<file path="src/hw/rename_pkg.sv">
// Rename widths, register index types, rename request/response and commit structs
`default_nettype none

package rename_pkg;

  // ==============================
  // Core widths
  // ==============================

  // Lanes renamed per cycle
  localparam int unsigned DECODE_WIDTH = 2;
  // Lanes retired per cycle
  localparam int unsigned COMMIT_WIDTH = 2;
  localparam int unsigned ARCH_REG_NUM = 32;
  // Must stay a power of two, free-list pointers wrap naturally
  localparam int unsigned PHY_REG_NUM  = 64;

  localparam int unsigned AREG_W = $clog2(ARCH_REG_NUM);
  localparam int unsigned PREG_W = $clog2(PHY_REG_NUM);

  // ==============================
  // Index and count types
  // ==============================

  typedef logic [AREG_W-1:0] areg_t;
  typedef logic [PREG_W-1:0] preg_t;
  // One extra bit so a full list can be counted
  typedef logic [PREG_W:0]   fl_cnt_t;

  // Decoded instruction, architectural names only
  typedef struct packed {
    areg_t rd;
    areg_t rs1;
    areg_t rs2;
  } ren_req_t;

  // Renamed instruction
  typedef struct packed {
    preg_t prd;
    preg_t prs1;
    preg_t prs2;
    preg_t old_prd;
  } ren_rsp_t;

  // Retiring instruction
  typedef struct packed {
    areg_t rd;
    preg_t prd;
    preg_t old_prd;
  } commit_t;

  // Free-list restore point
  typedef struct packed {
    preg_t   head;
    preg_t   tail;
    fl_cnt_t cnt;
  } fl_ptr_t;

endpackage

`default_nettype wire

</file>
<file path="src/hw/free_list.sv">
// Free list of physical registers: multi-lane allocate, multi-lane release, flush restore
`timescale 1ns/1ps
`default_nettype none

module free_list #(
  parameter int unsigned DECODE_WIDTH = rename_pkg::DECODE_WIDTH,
  parameter int unsigned COMMIT_WIDTH = rename_pkg::COMMIT_WIDTH,
  parameter int unsigned ARCH_REG_NUM = rename_pkg::ARCH_REG_NUM,
  parameter int unsigned PHY_REG_NUM  = rename_pkg::PHY_REG_NUM
) (
  input  logic                                  clk,
  input  logic                                  rst_n,
  input  logic                                  flush_i,
  input  rename_pkg::fl_ptr_t                   restore_i,
  input  logic [DECODE_WIDTH-1:0]               alloc_i,
  output logic                                  alloc_ready_o,
  output rename_pkg::preg_t [DECODE_WIDTH-1:0]  preg_o,
  input  logic [COMMIT_WIDTH-1:0]               free_valid_i,
  input  rename_pkg::preg_t [COMMIT_WIDTH-1:0]  free_preg_i,
  output rename_pkg::fl_cnt_t                   cnt_o
);

  localparam int unsigned ANUM_W = $clog2(DECODE_WIDTH + 1);
  localparam int unsigned FNUM_W = $clog2(COMMIT_WIDTH + 1);

  // Circular storage plus pointers
  rename_pkg::preg_t [PHY_REG_NUM-1:0]  list_q, list_d;
  rename_pkg::preg_t                    head_q, head_d;
  rename_pkg::preg_t                    tail_q, tail_d;
  rename_pkg::fl_cnt_t                  cnt_q, cnt_d;

  // Per-lane indices and lane counts
  logic [DECODE_WIDTH-1:0]              alloc_go;
  logic [ANUM_W-1:0]                    alloc_num;
  logic [FNUM_W-1:0]                    free_num;
  rename_pkg::preg_t [DECODE_WIDTH-1:0] rd_idx;
  rename_pkg::preg_t [COMMIT_WIDTH-1:0] wr_idx;

  // Whole group must fit, independent of how many lanes are valid
  assign alloc_ready_o = cnt_q >= rename_pkg::fl_cnt_t'(DECODE_WIDTH);
  assign alloc_go      = alloc_i & {DECODE_WIDTH{alloc_ready_o}};
  assign cnt_o         = cnt_q;

  // ==============================
  // Allocation side
  // ==============================
  always_comb begin
    alloc_num = ANUM_W'($countones(alloc_go));
    // Read index steps once per valid lane, wraps at list size
    rd_idx[0] = head_q;
    for (int i = 1; i < DECODE_WIDTH; i++) begin
      rd_idx[i] = alloc_go[i-1] ? rd_idx[i-1] + 1'b1 : rd_idx[i-1];
    end
    for (int i = 0; i < DECODE_WIDTH; i++) begin
      preg_o[i] = alloc_go[i] ? list_q[rd_idx[i]] : '0;
    end
  end

  // ==============================
  // Release side
  // ==============================
  always_comb begin
    free_num  = FNUM_W'($countones(free_valid_i));
    wr_idx[0] = tail_q;
    for (int i = 1; i < COMMIT_WIDTH; i++) begin
      wr_idx[i] = free_valid_i[i-1] ? wr_idx[i-1] + 1'b1 : wr_idx[i-1];
    end
    // Release never blocks
    list_d = list_q;
    for (int i = 0; i < COMMIT_WIDTH; i++) begin
      if (free_valid_i[i]) begin
        list_d[wr_idx[i]] = free_preg_i[i];
      end
    end
  end

  // Pointer and count update, flush takes the committed restore point
  always_comb begin
    head_d = head_q + rename_pkg::preg_t'(alloc_num);
    tail_d = tail_q + rename_pkg::preg_t'(free_num);
    cnt_d  = cnt_q + rename_pkg::fl_cnt_t'(free_num) - rename_pkg::fl_cnt_t'(alloc_num);
    if (flush_i) begin
      head_d = restore_i.head;
      tail_d = restore_i.tail;
      cnt_d  = restore_i.cnt;
    end
  end

  always_ff @(posedge clk or negedge rst_n) begin
    if (!rst_n) begin
      // Slot i holds register i, first ARCH_REG_NUM are mapped already
      for (int i = 0; i < PHY_REG_NUM; i++) begin
        list_q[i] <= rename_pkg::preg_t'(i);
      end
      head_q <= rename_pkg::preg_t'(ARCH_REG_NUM);
      tail_q <= '0;
      cnt_q  <= rename_pkg::fl_cnt_t'(PHY_REG_NUM - ARCH_REG_NUM);
    end else begin
      list_q <= list_d;
      head_q <= head_d;
      tail_q <= tail_d;
      cnt_q  <= cnt_d;
    end
  end

endmodule

`default_nettype wire

</file>
<file path="src/hw/map_table.sv">
// Speculative architectural-to-physical map: group lookup, fired-lane write, flush restore
`timescale 1ns/1ps
`default_nettype none

module map_table #(
  parameter int unsigned DECODE_WIDTH = rename_pkg::DECODE_WIDTH,
  parameter int unsigned ARCH_REG_NUM = rename_pkg::ARCH_REG_NUM
) (
  input  logic                                    clk,
  input  logic                                    rst_n,
  input  logic                                    flush_i,
  input  rename_pkg::preg_t [ARCH_REG_NUM-1:0]    arch_map_i,
  input  rename_pkg::ren_req_t [DECODE_WIDTH-1:0] req_i,
  input  logic [DECODE_WIDTH-1:0]                 wr_en_i,
  input  rename_pkg::preg_t [DECODE_WIDTH-1:0]    wr_preg_i,
  output rename_pkg::ren_rsp_t [DECODE_WIDTH-1:0] look_o
);

  rename_pkg::preg_t [ARCH_REG_NUM-1:0] map_q, map_d;

  // Lookups see the table as it stood at the start of the cycle
  // Same-group hazards are fixed later in rename_merge
  always_comb begin
    for (int k = 0; k < DECODE_WIDTH; k++) begin
      // prd slot left empty, filled from the free list downstream
      look_o[k].prd     = '0;
      look_o[k].prs1    = map_q[req_i[k].rs1];
      look_o[k].prs2    = map_q[req_i[k].rs2];
      look_o[k].old_prd = map_q[req_i[k].rd];
    end
  end

  // ==============================
  // Next map state
  // ==============================
  always_comb begin
    map_d = map_q;
    // Ascending lane order, so the youngest writer of an rd wins
    for (int k = 0; k < DECODE_WIDTH; k++) begin
      if (wr_en_i[k]) begin
        map_d[req_i[k].rd] = wr_preg_i[k];
      end
    end
    // Flush drops all speculative writes
    if (flush_i) begin
      map_d = arch_map_i;
    end
  end

  always_ff @(posedge clk or negedge rst_n) begin
    if (!rst_n) begin
      // Identity map out of reset
      for (int i = 0; i < ARCH_REG_NUM; i++) begin
        map_q[i] <= rename_pkg::preg_t'(i);
      end
    end else begin
      map_q <= map_d;
    end
  end

endmodule

`default_nettype wire

</file>
<file path="src/hw/commit_tracker.sv">
// Architectural free-list pointers and architectural map, advanced by retiring lanes
`timescale 1ns/1ps
`default_nettype none

module commit_tracker #(
  parameter int unsigned COMMIT_WIDTH = rename_pkg::COMMIT_WIDTH,
  parameter int unsigned ARCH_REG_NUM = rename_pkg::ARCH_REG_NUM,
  parameter int unsigned PHY_REG_NUM  = rename_pkg::PHY_REG_NUM
) (
  input  logic                                   clk,
  input  logic                                   rst_n,
  input  logic [COMMIT_WIDTH-1:0]                cm_valid_i,
  input  rename_pkg::commit_t [COMMIT_WIDTH-1:0] cm_i,
  output logic [COMMIT_WIDTH-1:0]                free_valid_o,
  output rename_pkg::preg_t [COMMIT_WIDTH-1:0]   free_preg_o,
  output rename_pkg::fl_ptr_t                    restore_o,
  output rename_pkg::preg_t [ARCH_REG_NUM-1:0]   arch_map_o
);

  localparam int unsigned CNUM_W = $clog2(COMMIT_WIDTH + 1);

  logic [CNUM_W-1:0]                    cm_num;
  rename_pkg::preg_t                    arch_head_q, arch_tail_q;
  rename_pkg::preg_t [ARCH_REG_NUM-1:0] arch_map_q, arch_map_d;

  // Old mappings become free once their overwriter retires
  always_comb begin
    for (int i = 0; i < COMMIT_WIDTH; i++) begin
      free_valid_o[i] = cm_valid_i[i];
      free_preg_o[i]  = cm_i[i].old_prd;
    end
  end

  assign cm_num = CNUM_W'($countones(cm_valid_i));

  // Each retirement consumes one entry and returns one, count is constant
  assign restore_o.head = arch_head_q;
  assign restore_o.tail = arch_tail_q;
  assign restore_o.cnt  = rename_pkg::fl_cnt_t'(PHY_REG_NUM - ARCH_REG_NUM);
  assign arch_map_o     = arch_map_q;

  // Committed map, youngest lane wins on equal rd
  always_comb begin
    arch_map_d = arch_map_q;
    for (int i = 0; i < COMMIT_WIDTH; i++) begin
      if (cm_valid_i[i]) begin
        arch_map_d[cm_i[i].rd] = cm_i[i].prd;
      end
    end
  end

  always_ff @(posedge clk or negedge rst_n) begin
    if (!rst_n) begin
      // Matches free-list reset state
      arch_head_q <= rename_pkg::preg_t'(ARCH_REG_NUM);
      arch_tail_q <= '0;
      for (int i = 0; i < ARCH_REG_NUM; i++) begin
        arch_map_q[i] <= rename_pkg::preg_t'(i);
      end
    end else begin
      arch_head_q <= arch_head_q + rename_pkg::preg_t'(cm_num);
      arch_tail_q <= arch_tail_q + rename_pkg::preg_t'(cm_num);
      arch_map_q  <= arch_map_d;
    end
  end

endmodule

`default_nettype wire

</file>
<file path="src/hw/rename_merge.sv">
// Renamed group assembly: new prd per lane plus intra-group dependency bypass
`timescale 1ns/1ps
`default_nettype none

module rename_merge #(
  parameter int unsigned DECODE_WIDTH = rename_pkg::DECODE_WIDTH
) (
  input  logic [DECODE_WIDTH-1:0]                 fire_i,
  input  rename_pkg::preg_t [DECODE_WIDTH-1:0]    preg_i,
  input  rename_pkg::ren_rsp_t [DECODE_WIDTH-1:0] look_i,
  output rename_pkg::ren_rsp_t [DECODE_WIDTH-1:0] rsp_o
);

  // The map is one-to-one, so equal raw lookups mean equal architectural names
  // Lane j's old_prd therefore identifies its rd without the request itself
  always_comb begin
    for (int k = 0; k < DECODE_WIDTH; k++) begin
      // Idle lanes stay all zero
      rsp_o[k] = '0;
      if (fire_i[k]) begin
        rsp_o[k].prd     = preg_i[k];
        rsp_o[k].prs1    = look_i[k].prs1;
        rsp_o[k].prs2    = look_i[k].prs2;
        rsp_o[k].old_prd = look_i[k].old_prd;
        // Scan older lanes upward, the nearest older writer ends up on top
        for (int j = 0; j < k; j++) begin
          if (fire_i[j] && (look_i[j].old_prd == look_i[k].prs1)) begin
            rsp_o[k].prs1 = preg_i[j];
          end
          if (fire_i[j] && (look_i[j].old_prd == look_i[k].prs2)) begin
            rsp_o[k].prs2 = preg_i[j];
          end
          // WAW inside the group, old mapping is the older lane's new one
          if (fire_i[j] && (look_i[j].old_prd == look_i[k].old_prd)) begin
            rsp_o[k].old_prd = preg_i[j];
          end
        end
      end
    end
  end

endmodule

`default_nettype wire

</file>
<file path="src/hw/rename_unit.sv">
// Rename top level: free list, map table, commit tracker and group merge
`timescale 1ns/1ps
`default_nettype none

module rename_unit #(
  parameter int unsigned DECODE_WIDTH = rename_pkg::DECODE_WIDTH,
  parameter int unsigned COMMIT_WIDTH = rename_pkg::COMMIT_WIDTH,
  parameter int unsigned ARCH_REG_NUM = rename_pkg::ARCH_REG_NUM,
  parameter int unsigned PHY_REG_NUM  = rename_pkg::PHY_REG_NUM
) (
  input  logic                                    clk,
  input  logic                                    rst_n,
  input  logic                                    flush_i,
  input  logic [DECODE_WIDTH-1:0]                 ren_valid_i,
  input  rename_pkg::ren_req_t [DECODE_WIDTH-1:0] ren_req_i,
  output logic                                    ren_ready_o,
  output rename_pkg::ren_rsp_t [DECODE_WIDTH-1:0] ren_rsp_o,
  input  logic [COMMIT_WIDTH-1:0]                 cm_valid_i,
  input  rename_pkg::commit_t [COMMIT_WIDTH-1:0]  cm_i
);

  logic [DECODE_WIDTH-1:0]                 fire;
  rename_pkg::preg_t [DECODE_WIDTH-1:0]    new_preg;
  rename_pkg::ren_rsp_t [DECODE_WIDTH-1:0] look;
  logic [COMMIT_WIDTH-1:0]                 cm_free_valid;
  rename_pkg::preg_t [COMMIT_WIDTH-1:0]    cm_free_preg;
  rename_pkg::fl_ptr_t                     restore;
  rename_pkg::preg_t [ARCH_REG_NUM-1:0]    arch_map;

  // A lane renames only with valid and ready both high
  assign fire = ren_valid_i & {DECODE_WIDTH{ren_ready_o}};

  free_list #(
    .DECODE_WIDTH (DECODE_WIDTH),
    .COMMIT_WIDTH (COMMIT_WIDTH),
    .ARCH_REG_NUM (ARCH_REG_NUM),
    .PHY_REG_NUM  (PHY_REG_NUM)
  ) u_free_list (
    .clk           (clk),
    .rst_n         (rst_n),
    .flush_i       (flush_i),
    .restore_i     (restore),
    .alloc_i       (fire),
    .alloc_ready_o (ren_ready_o),
    .preg_o        (new_preg),
    .free_valid_i  (cm_free_valid),
    .free_preg_i   (cm_free_preg),
    // Occupancy only observed hierarchically
    .cnt_o         ()
  );

  map_table #(
    .DECODE_WIDTH (DECODE_WIDTH),
    .ARCH_REG_NUM (ARCH_REG_NUM)
  ) u_map_table (
    .clk        (clk),
    .rst_n      (rst_n),
    .flush_i    (flush_i),
    .arch_map_i (arch_map),
    .req_i      (ren_req_i),
    .wr_en_i    (fire),
    .wr_preg_i  (new_preg),
    .look_o     (look)
  );

  commit_tracker #(
    .COMMIT_WIDTH (COMMIT_WIDTH),
    .ARCH_REG_NUM (ARCH_REG_NUM),
    .PHY_REG_NUM  (PHY_REG_NUM)
  ) u_commit_tracker (
    .clk          (clk),
    .rst_n        (rst_n),
    .cm_valid_i   (cm_valid_i),
    .cm_i         (cm_i),
    .free_valid_o (cm_free_valid),
    .free_preg_o  (cm_free_preg),
    .restore_o    (restore),
    .arch_map_o   (arch_map)
  );

  rename_merge #(
    .DECODE_WIDTH (DECODE_WIDTH)
  ) u_rename_merge (
    .fire_i (fire),
    .preg_i (new_preg),
    .look_i (look),
    .rsp_o  (ren_rsp_o)
  );

endmodule

`default_nettype wire

</file>
<file path="config.mk">
export PLATFORM = sky130hd
export DESIGN_NAME = rename_unit
export DESIGN_NICKNAME = d
export VERILOG_FILES = /design/src/hw/rename_pkg.sv /design/src/hw/free_list.sv /design/src/hw/map_table.sv /design/src/hw/commit_tracker.sv /design/src/hw/rename_merge.sv /design/src/hw/rename_unit.sv
export SDC_FILE = /design/constraint.sdc
export NUM_CORES = 2
export LEC_CHECK = 0
export CAP_MARGIN = 20
export CORE_MARGIN = 5
export CORE_UTILIZATION = 35
export DETAILED_ROUTE_END_ITERATION = 8
export DONT_BUFFER_PORTS = 1
export PLACE_DENSITY = 0.49
export SLEW_MARGIN = 0
export SYNTH_ARGS = -nofsm -noshare
export SYNTH_HDL_FRONTEND = slang
export SYNTH_SLANG_ARGS = --single-unit
</file>
<file path="constraint.sdc">
create_clock -name clk -period 8.1 [get_ports clk]
set_input_delay 1.62 -clock clk [delete_from_list [all_inputs] [get_ports clk]]
set_output_delay 1.62 -clock clk [all_outputs]
set_load 0.005 [all_outputs]
</file>
# Word-level counts from Yosys, hierarchy flattened
# Index checks and enable logic that the tools add are counted.
[word_totals] reg_bits=799 wordCells=229
[classes] add_sub_neg=10 n_lt_le_gt_ge=19 n_eq_ne=3 muxes=53 bitwise_logic=2 reduce_logical=9
[op_table] operator="$mux W192" count=5
[op_table] operator="$bwmux W192" count=4
[op_table] operator="$bwmux W384" count=2
[op_table] operator="$mux W384" count=2
[op_table] operator="$bmux W6 S5" count=6
[op_table] operator="$mux W6" count=23
[op_table] operator="$demux W6 S5" count=4
[op_table] operator="$bmux W6 S6" count=2
[op_table] operator="$demux W6 S6" count=2
[op_table] operator="$lt A5 B6 Y1 const B" count=8
[op_table] operator="$mux W24" count=2
[op_table] operator="$lt A6 B7 Y1 const B" count=4
[op_table] operator="$add A6 B2 Y6" count=4
[op_table] operator="$ge A5 B1 Y1 const B" count=4
[op_table] operator="$eq A6 B6 Y1" count=3
[op_table] operator="$add A6 B1 Y6 const B" count=2
[op_table] operator="$ge A6 B1 Y1 const B" count=2
[op_table] operator="$logic_and A1 B1 Y1" count=9
[op_table] operator="$add A7 B2 Y7" count=1
[op_table] operator="$ge A7 B2 Y1 const B" count=1
[op_table] operator="$mux W7" count=1
[op_table] operator="$sub A7 B2 Y7" count=1
[op_table] operator="$add A1 B1 Y2" count=2
[op_table] operator="$and A2 B2 Y2" count=2

# Longest topological paths before layout
[logic_depth] depth_word=10 depth_mapped=24 mapped_depth_nobuf=22

# Hierarchy
# A second synthesis with hierarchy kept.
[hier_totals] hier_cells=5925 area_unflattened_um2=58553.7
[by_module_without_submodules] module="free_list" n_inst=1 cells_each=2701 area_each_um2=26977.1 seq_area_each_um2=10327.4
[by_module_without_submodules] module="map_table" n_inst=1 cells_each=1875 area_each_um2=20756.2 seq_area_each_um2=4904.7
[by_module_without_submodules] module="commit_tracker" n_inst=1 cells_each=1246 area_each_um2=10078.4 seq_area_each_um2=5206.2
[by_module_without_submodules] module="rename_merge" n_inst=1 cells_each=101 area_each_um2=729.4 seq_area_each_um2=0.0
[by_module_without_submodules] module="rename_unit" n_inst=1 cells_each=2 area_each_um2=12.5 seq_area_each_um2=0.0

# Worst setup path after synthesis
# OpenSTA, ideal clock, no wires.
[synth_path] path_type="in2out" startpoint="in ren_req_i[10] (netlist bit)" endpoint="out ren_rsp_o[24] (netlist bit)" arrival_ns=4.535 path_slack_ns=1.945 stages=9 path_buffers=2 path_cell_list="buf_2 buf_2 mux4_2 mux4_2 mux2i_1 xnor2_1 nand4_1 nor4_2 mux2i_1"
[synth_lines] element="start: declaration" line="rename_unit.sv:15" text="input rename_pkg::ren_req_t [DECODE_WIDTH-1:0] ren_req_i,"
[synth_lines] element="end: declaration" line="rename_unit.sv:17" text="output rename_pkg::ren_rsp_t [DECODE_WIDTH-1:0] ren_rsp_o,"

==> results.json <==
{
  "grt.total_usage_pct": 29.3,
  "finalWirelength_mm": 264,
  "reg2reg_depth": 12,
  "drtIter0Drc": 6705,
  "clock_h_tree_levels": 3,
  "power-per-cell-area_nw_per_um2": 389,
  "finalSetupViolCount": 0,
  "antenna_violations_before_repair": 6,
  "finalCriticalPeriod_ns": 7.25,
  "dpl_worst_slack_ns": 1.13,
  "synthesis.area_um2": 58500,
  "yosysMostFrequentCell": "nand2_1",
  "critPathKind": "reg2out",
  "hold_vio_cnt_final": 0,
  "cp_data_required_time_ns": 6.48,
  "grt_pass1_wl_mm": 374,
  "netlist-cell-type-count": 98,
  "largest_driver_fanout_on_the_critical_path": 30,
  "cts_setup_buffers": 0,
  "worst_skew_pair.late_latency_ns": 0.78,
  "synthesized_instance_count": 5941,
  "report.final.slew_viol_count": 0,
  "seq_total_area_yosys_pct": 34.9,
  "nNetsFinal": 5642,
  "detailedRoute.firstPassIterationCount": 5,
  "tritoncts": "done",
  "min_period_over_period_pct": 89.4,
  "avgViaCountPerCell": 6.45,
  "dpl.cell_count": 7641,
  "top_post_synthesis_cells_by_area": "mux4_2 (19%), dfrtp_1 (19%), dfstp_2 (16%), mux2i_1 (13%), nand2_1 (5.1%)",
  "ys_seq_elements": 799,
  "max_cap_violations": 0,
  "power_w": 0.0246,
  "power_leakage_nw": 24.2,
  "critical-path-slowest-cell": "a2111oi_4",
  "first_global_vias": 47909,
  "yosysWarnings": 0,
  "clock_tree.buffer_depth": 3,
  "placed_instance_area_um2": 59800,
  "min-delay-path-class": "reg2reg",
  "chipHeight_um": 419,
  "final_area_um2": 63300,
  "synth_nets": 6043,
  "detailed_place_hpwl_mm": 175,
  "fmax_mhz": 138,
  "crit_path_end_kind": "output pin",
  "crit_path_cell_trace": "ha_4, and2_1, a2bb2oi_2, a21o_1, nand2_2, buf_12, mux4_2, a21oi_1, a221oi_1, a2111oi_4, nor2_1",
  "worst_setup_path_start_kind": "flip-flop",
  "async_flop_share_pct": 100,
  "io-pin-count": 120,
  "ctsRootBufferMaster": "clkbuf_16",
  "final_cell_count_no_fill": 7831,
  "worst_setup_hold_path_clk_slew_ns": 0.06,
  "max_stage_delay_ns": 0.97,
  "place.port_buffers": 0,
  "final_antenna_net_count": 0,
  "floorplan.initialDensity_pct": 35.1,
  "grt_start_max_net_pins": 262,
  "gr-total-overflow": 0,
  "setup_tns_ns": 0,
  "area_delta_synth_final_pct": 8.11,
  "numClockSinks": 799,
  "netlist.area_leader.share_pct": 19.3,
  "worst_slew_margin_rel_pct": 14.4,
  "final_critical_path_setup_slack_ns": 0.855,
  "rsz0062_at_grt": "no",
  "cp_data_arrival_time_ns": 5.63,
  "postSynth.topFlopCell": "dfrtp_1",
  "cts.repair.resized": 0,
  "avgRoutedWirePerCell_um": 33.8,
  "drcViolationCount": 0,
  "die-area_um2": 175000,
  "postCtsHoldBufs": 0,
  "number_of_placement_rows": 150,
  "synth_enable_flop_cells": 0,
  "dr_total_vias": 50481,
  "fin_skew_ns": 0.0381,
  "globalplace.congestion": 0.947,
  "min_path_cells": 2,
  "synth_top_area_cell": "mux4_2",
  "drive_above_1_share_pct": 21.3,
  "cts-buffers-inserted": 98,
  "chipWidth_um": 419,
  "syn-mean-instance-area_um2": 9.85,
  "synthTopCellsByCount": "nand2_1 (791), mux2i_1 (735), nor2_1 (632)",
  "ir_worst_vdd_mv": 0.342,
  "worstMarginPinSlew_ns": 1.28,
  "status": "completed",
  "floorplan.core_area_um2": 167000
}
==> per-layer routing <==
layer / routed length (µm) / vias to the layer above / global-route usage (%)
met4: 16000 / 6 / 14.7
met5: 47 / - / 0
met3: 25200 / 650 / 6.91
met2: 117000 / 3003 / 44.6
met1: 106000 / 25594 / 39.3
li1: - / 21228 / -
==> registers in the layout, indices dropped and copies added, names as in the netlist <==
name                          cells
u_commit_tracker.arch_head_q      6
u_commit_tracker.arch_map_o     192
u_commit_tracker.arch_tail_q      6
u_free_list.cnt_o                 7
u_free_list.head_q                6
u_free_list.list_q              384
u_free_list.tail_q                6
u_map_table.map_q               192
==> worst max-delay path, delay by kind of cell, from the launching register on <==
family,cells,cell delay (ns)
mux,1,0.44
fa+ha+maj,1,0.28
simple gates,3,0.81
flops,1,0.69
buf+inv,1,0.32
compound gates,5,2.29
==> logic make-up after synthesis <==
kind of cell	after synthesis	synth area share, %
fa+ha+maj	31	0.740
compound gates	1339	13.5
mux	1252	32.2
buf+inv	639	4.50
xor+xnor	46	0.714
flops	799	34.9
simple gates	1835	13.4
==> final cells by class <==
class | count | area, µm²
diodes | 1 | 2.50
clock inverters | 43 | 614
fillers | 16457 | 103000
inverters | 57 | 216
well taps | 2204 | 2760
multi-input cells | 4503 | 35600
repair buffers | 81 | 751
clock buffers | 143 | 2830
flip-flops and latches | 799 | 20500
==> report_power, final <==
| group | total (W) | internal [W] | switching [W] |
|---|---|---|---|
| Clock | 0.00478 | 0.00277 | 0.00201 |
| Combinational | 0.0117 | 0.00436 | 0.00737 |
| Sequential | 0.00807 | 0.00581 | 0.00226 |
==> through the flow <==
stage | hold WS, ns | util (%)
final | 0.471 | 38.0
after global placement | 0.461 | 35.9
after detailed placement | 0.459 | 35.9
after global routing | 0.482 | 38.0
after floorplan | 0.439 | -
after CTS | 0.471 | 37.9
==> final timing paths <==
| check | slack (ns) | endpoint | start |
|---|---|---|---|
| min in group asynchronous | 0.56 | u_free_list.cnt_o[2] | rst_n |
| max in group asynchronous | 4.91 | u_commit_tracker.arch_map_o[53] | rst_n |
| worst max register to register | 2.27 | u_map_table.map_q[110] | u_free_list.head_q[0] |
| worst max-delay path | 0.85 | ren_rsp_o[44] | u_free_list.head_q[0] |
| worst min register to register | 0.47 | u_map_table.map_q[183] | u_commit_tracker.arch_map_o[183] |
| worst min-delay path | 0.47 | u_map_table.map_q[183] | u_commit_tracker.arch_map_o[183] |
==> layout by cell type (no fill, tap or decap), drive strengths merged, types with 30 or more instances in the layout <==
| cell type | n |
|---|---|
| buf | 81 |
| nor2 | 635 |
| nand2 | 795 |
| inv | 61 |
| and3 | 44 |
| nand4 | 35 |
| dfstp | 355 |
| nor4 | 30 |
| clkbuf | 143 |
| o22ai | 146 |
| nand3 | 69 |
| a211oi | 70 |
| dfrtp | 444 |
| nor3 | 98 |
| a21oi | 350 |
| mux4 | 501 |
| mux2i | 735 |
| o21ai | 561 |
No activity file was read; power rests on OpenSTA's default activity.
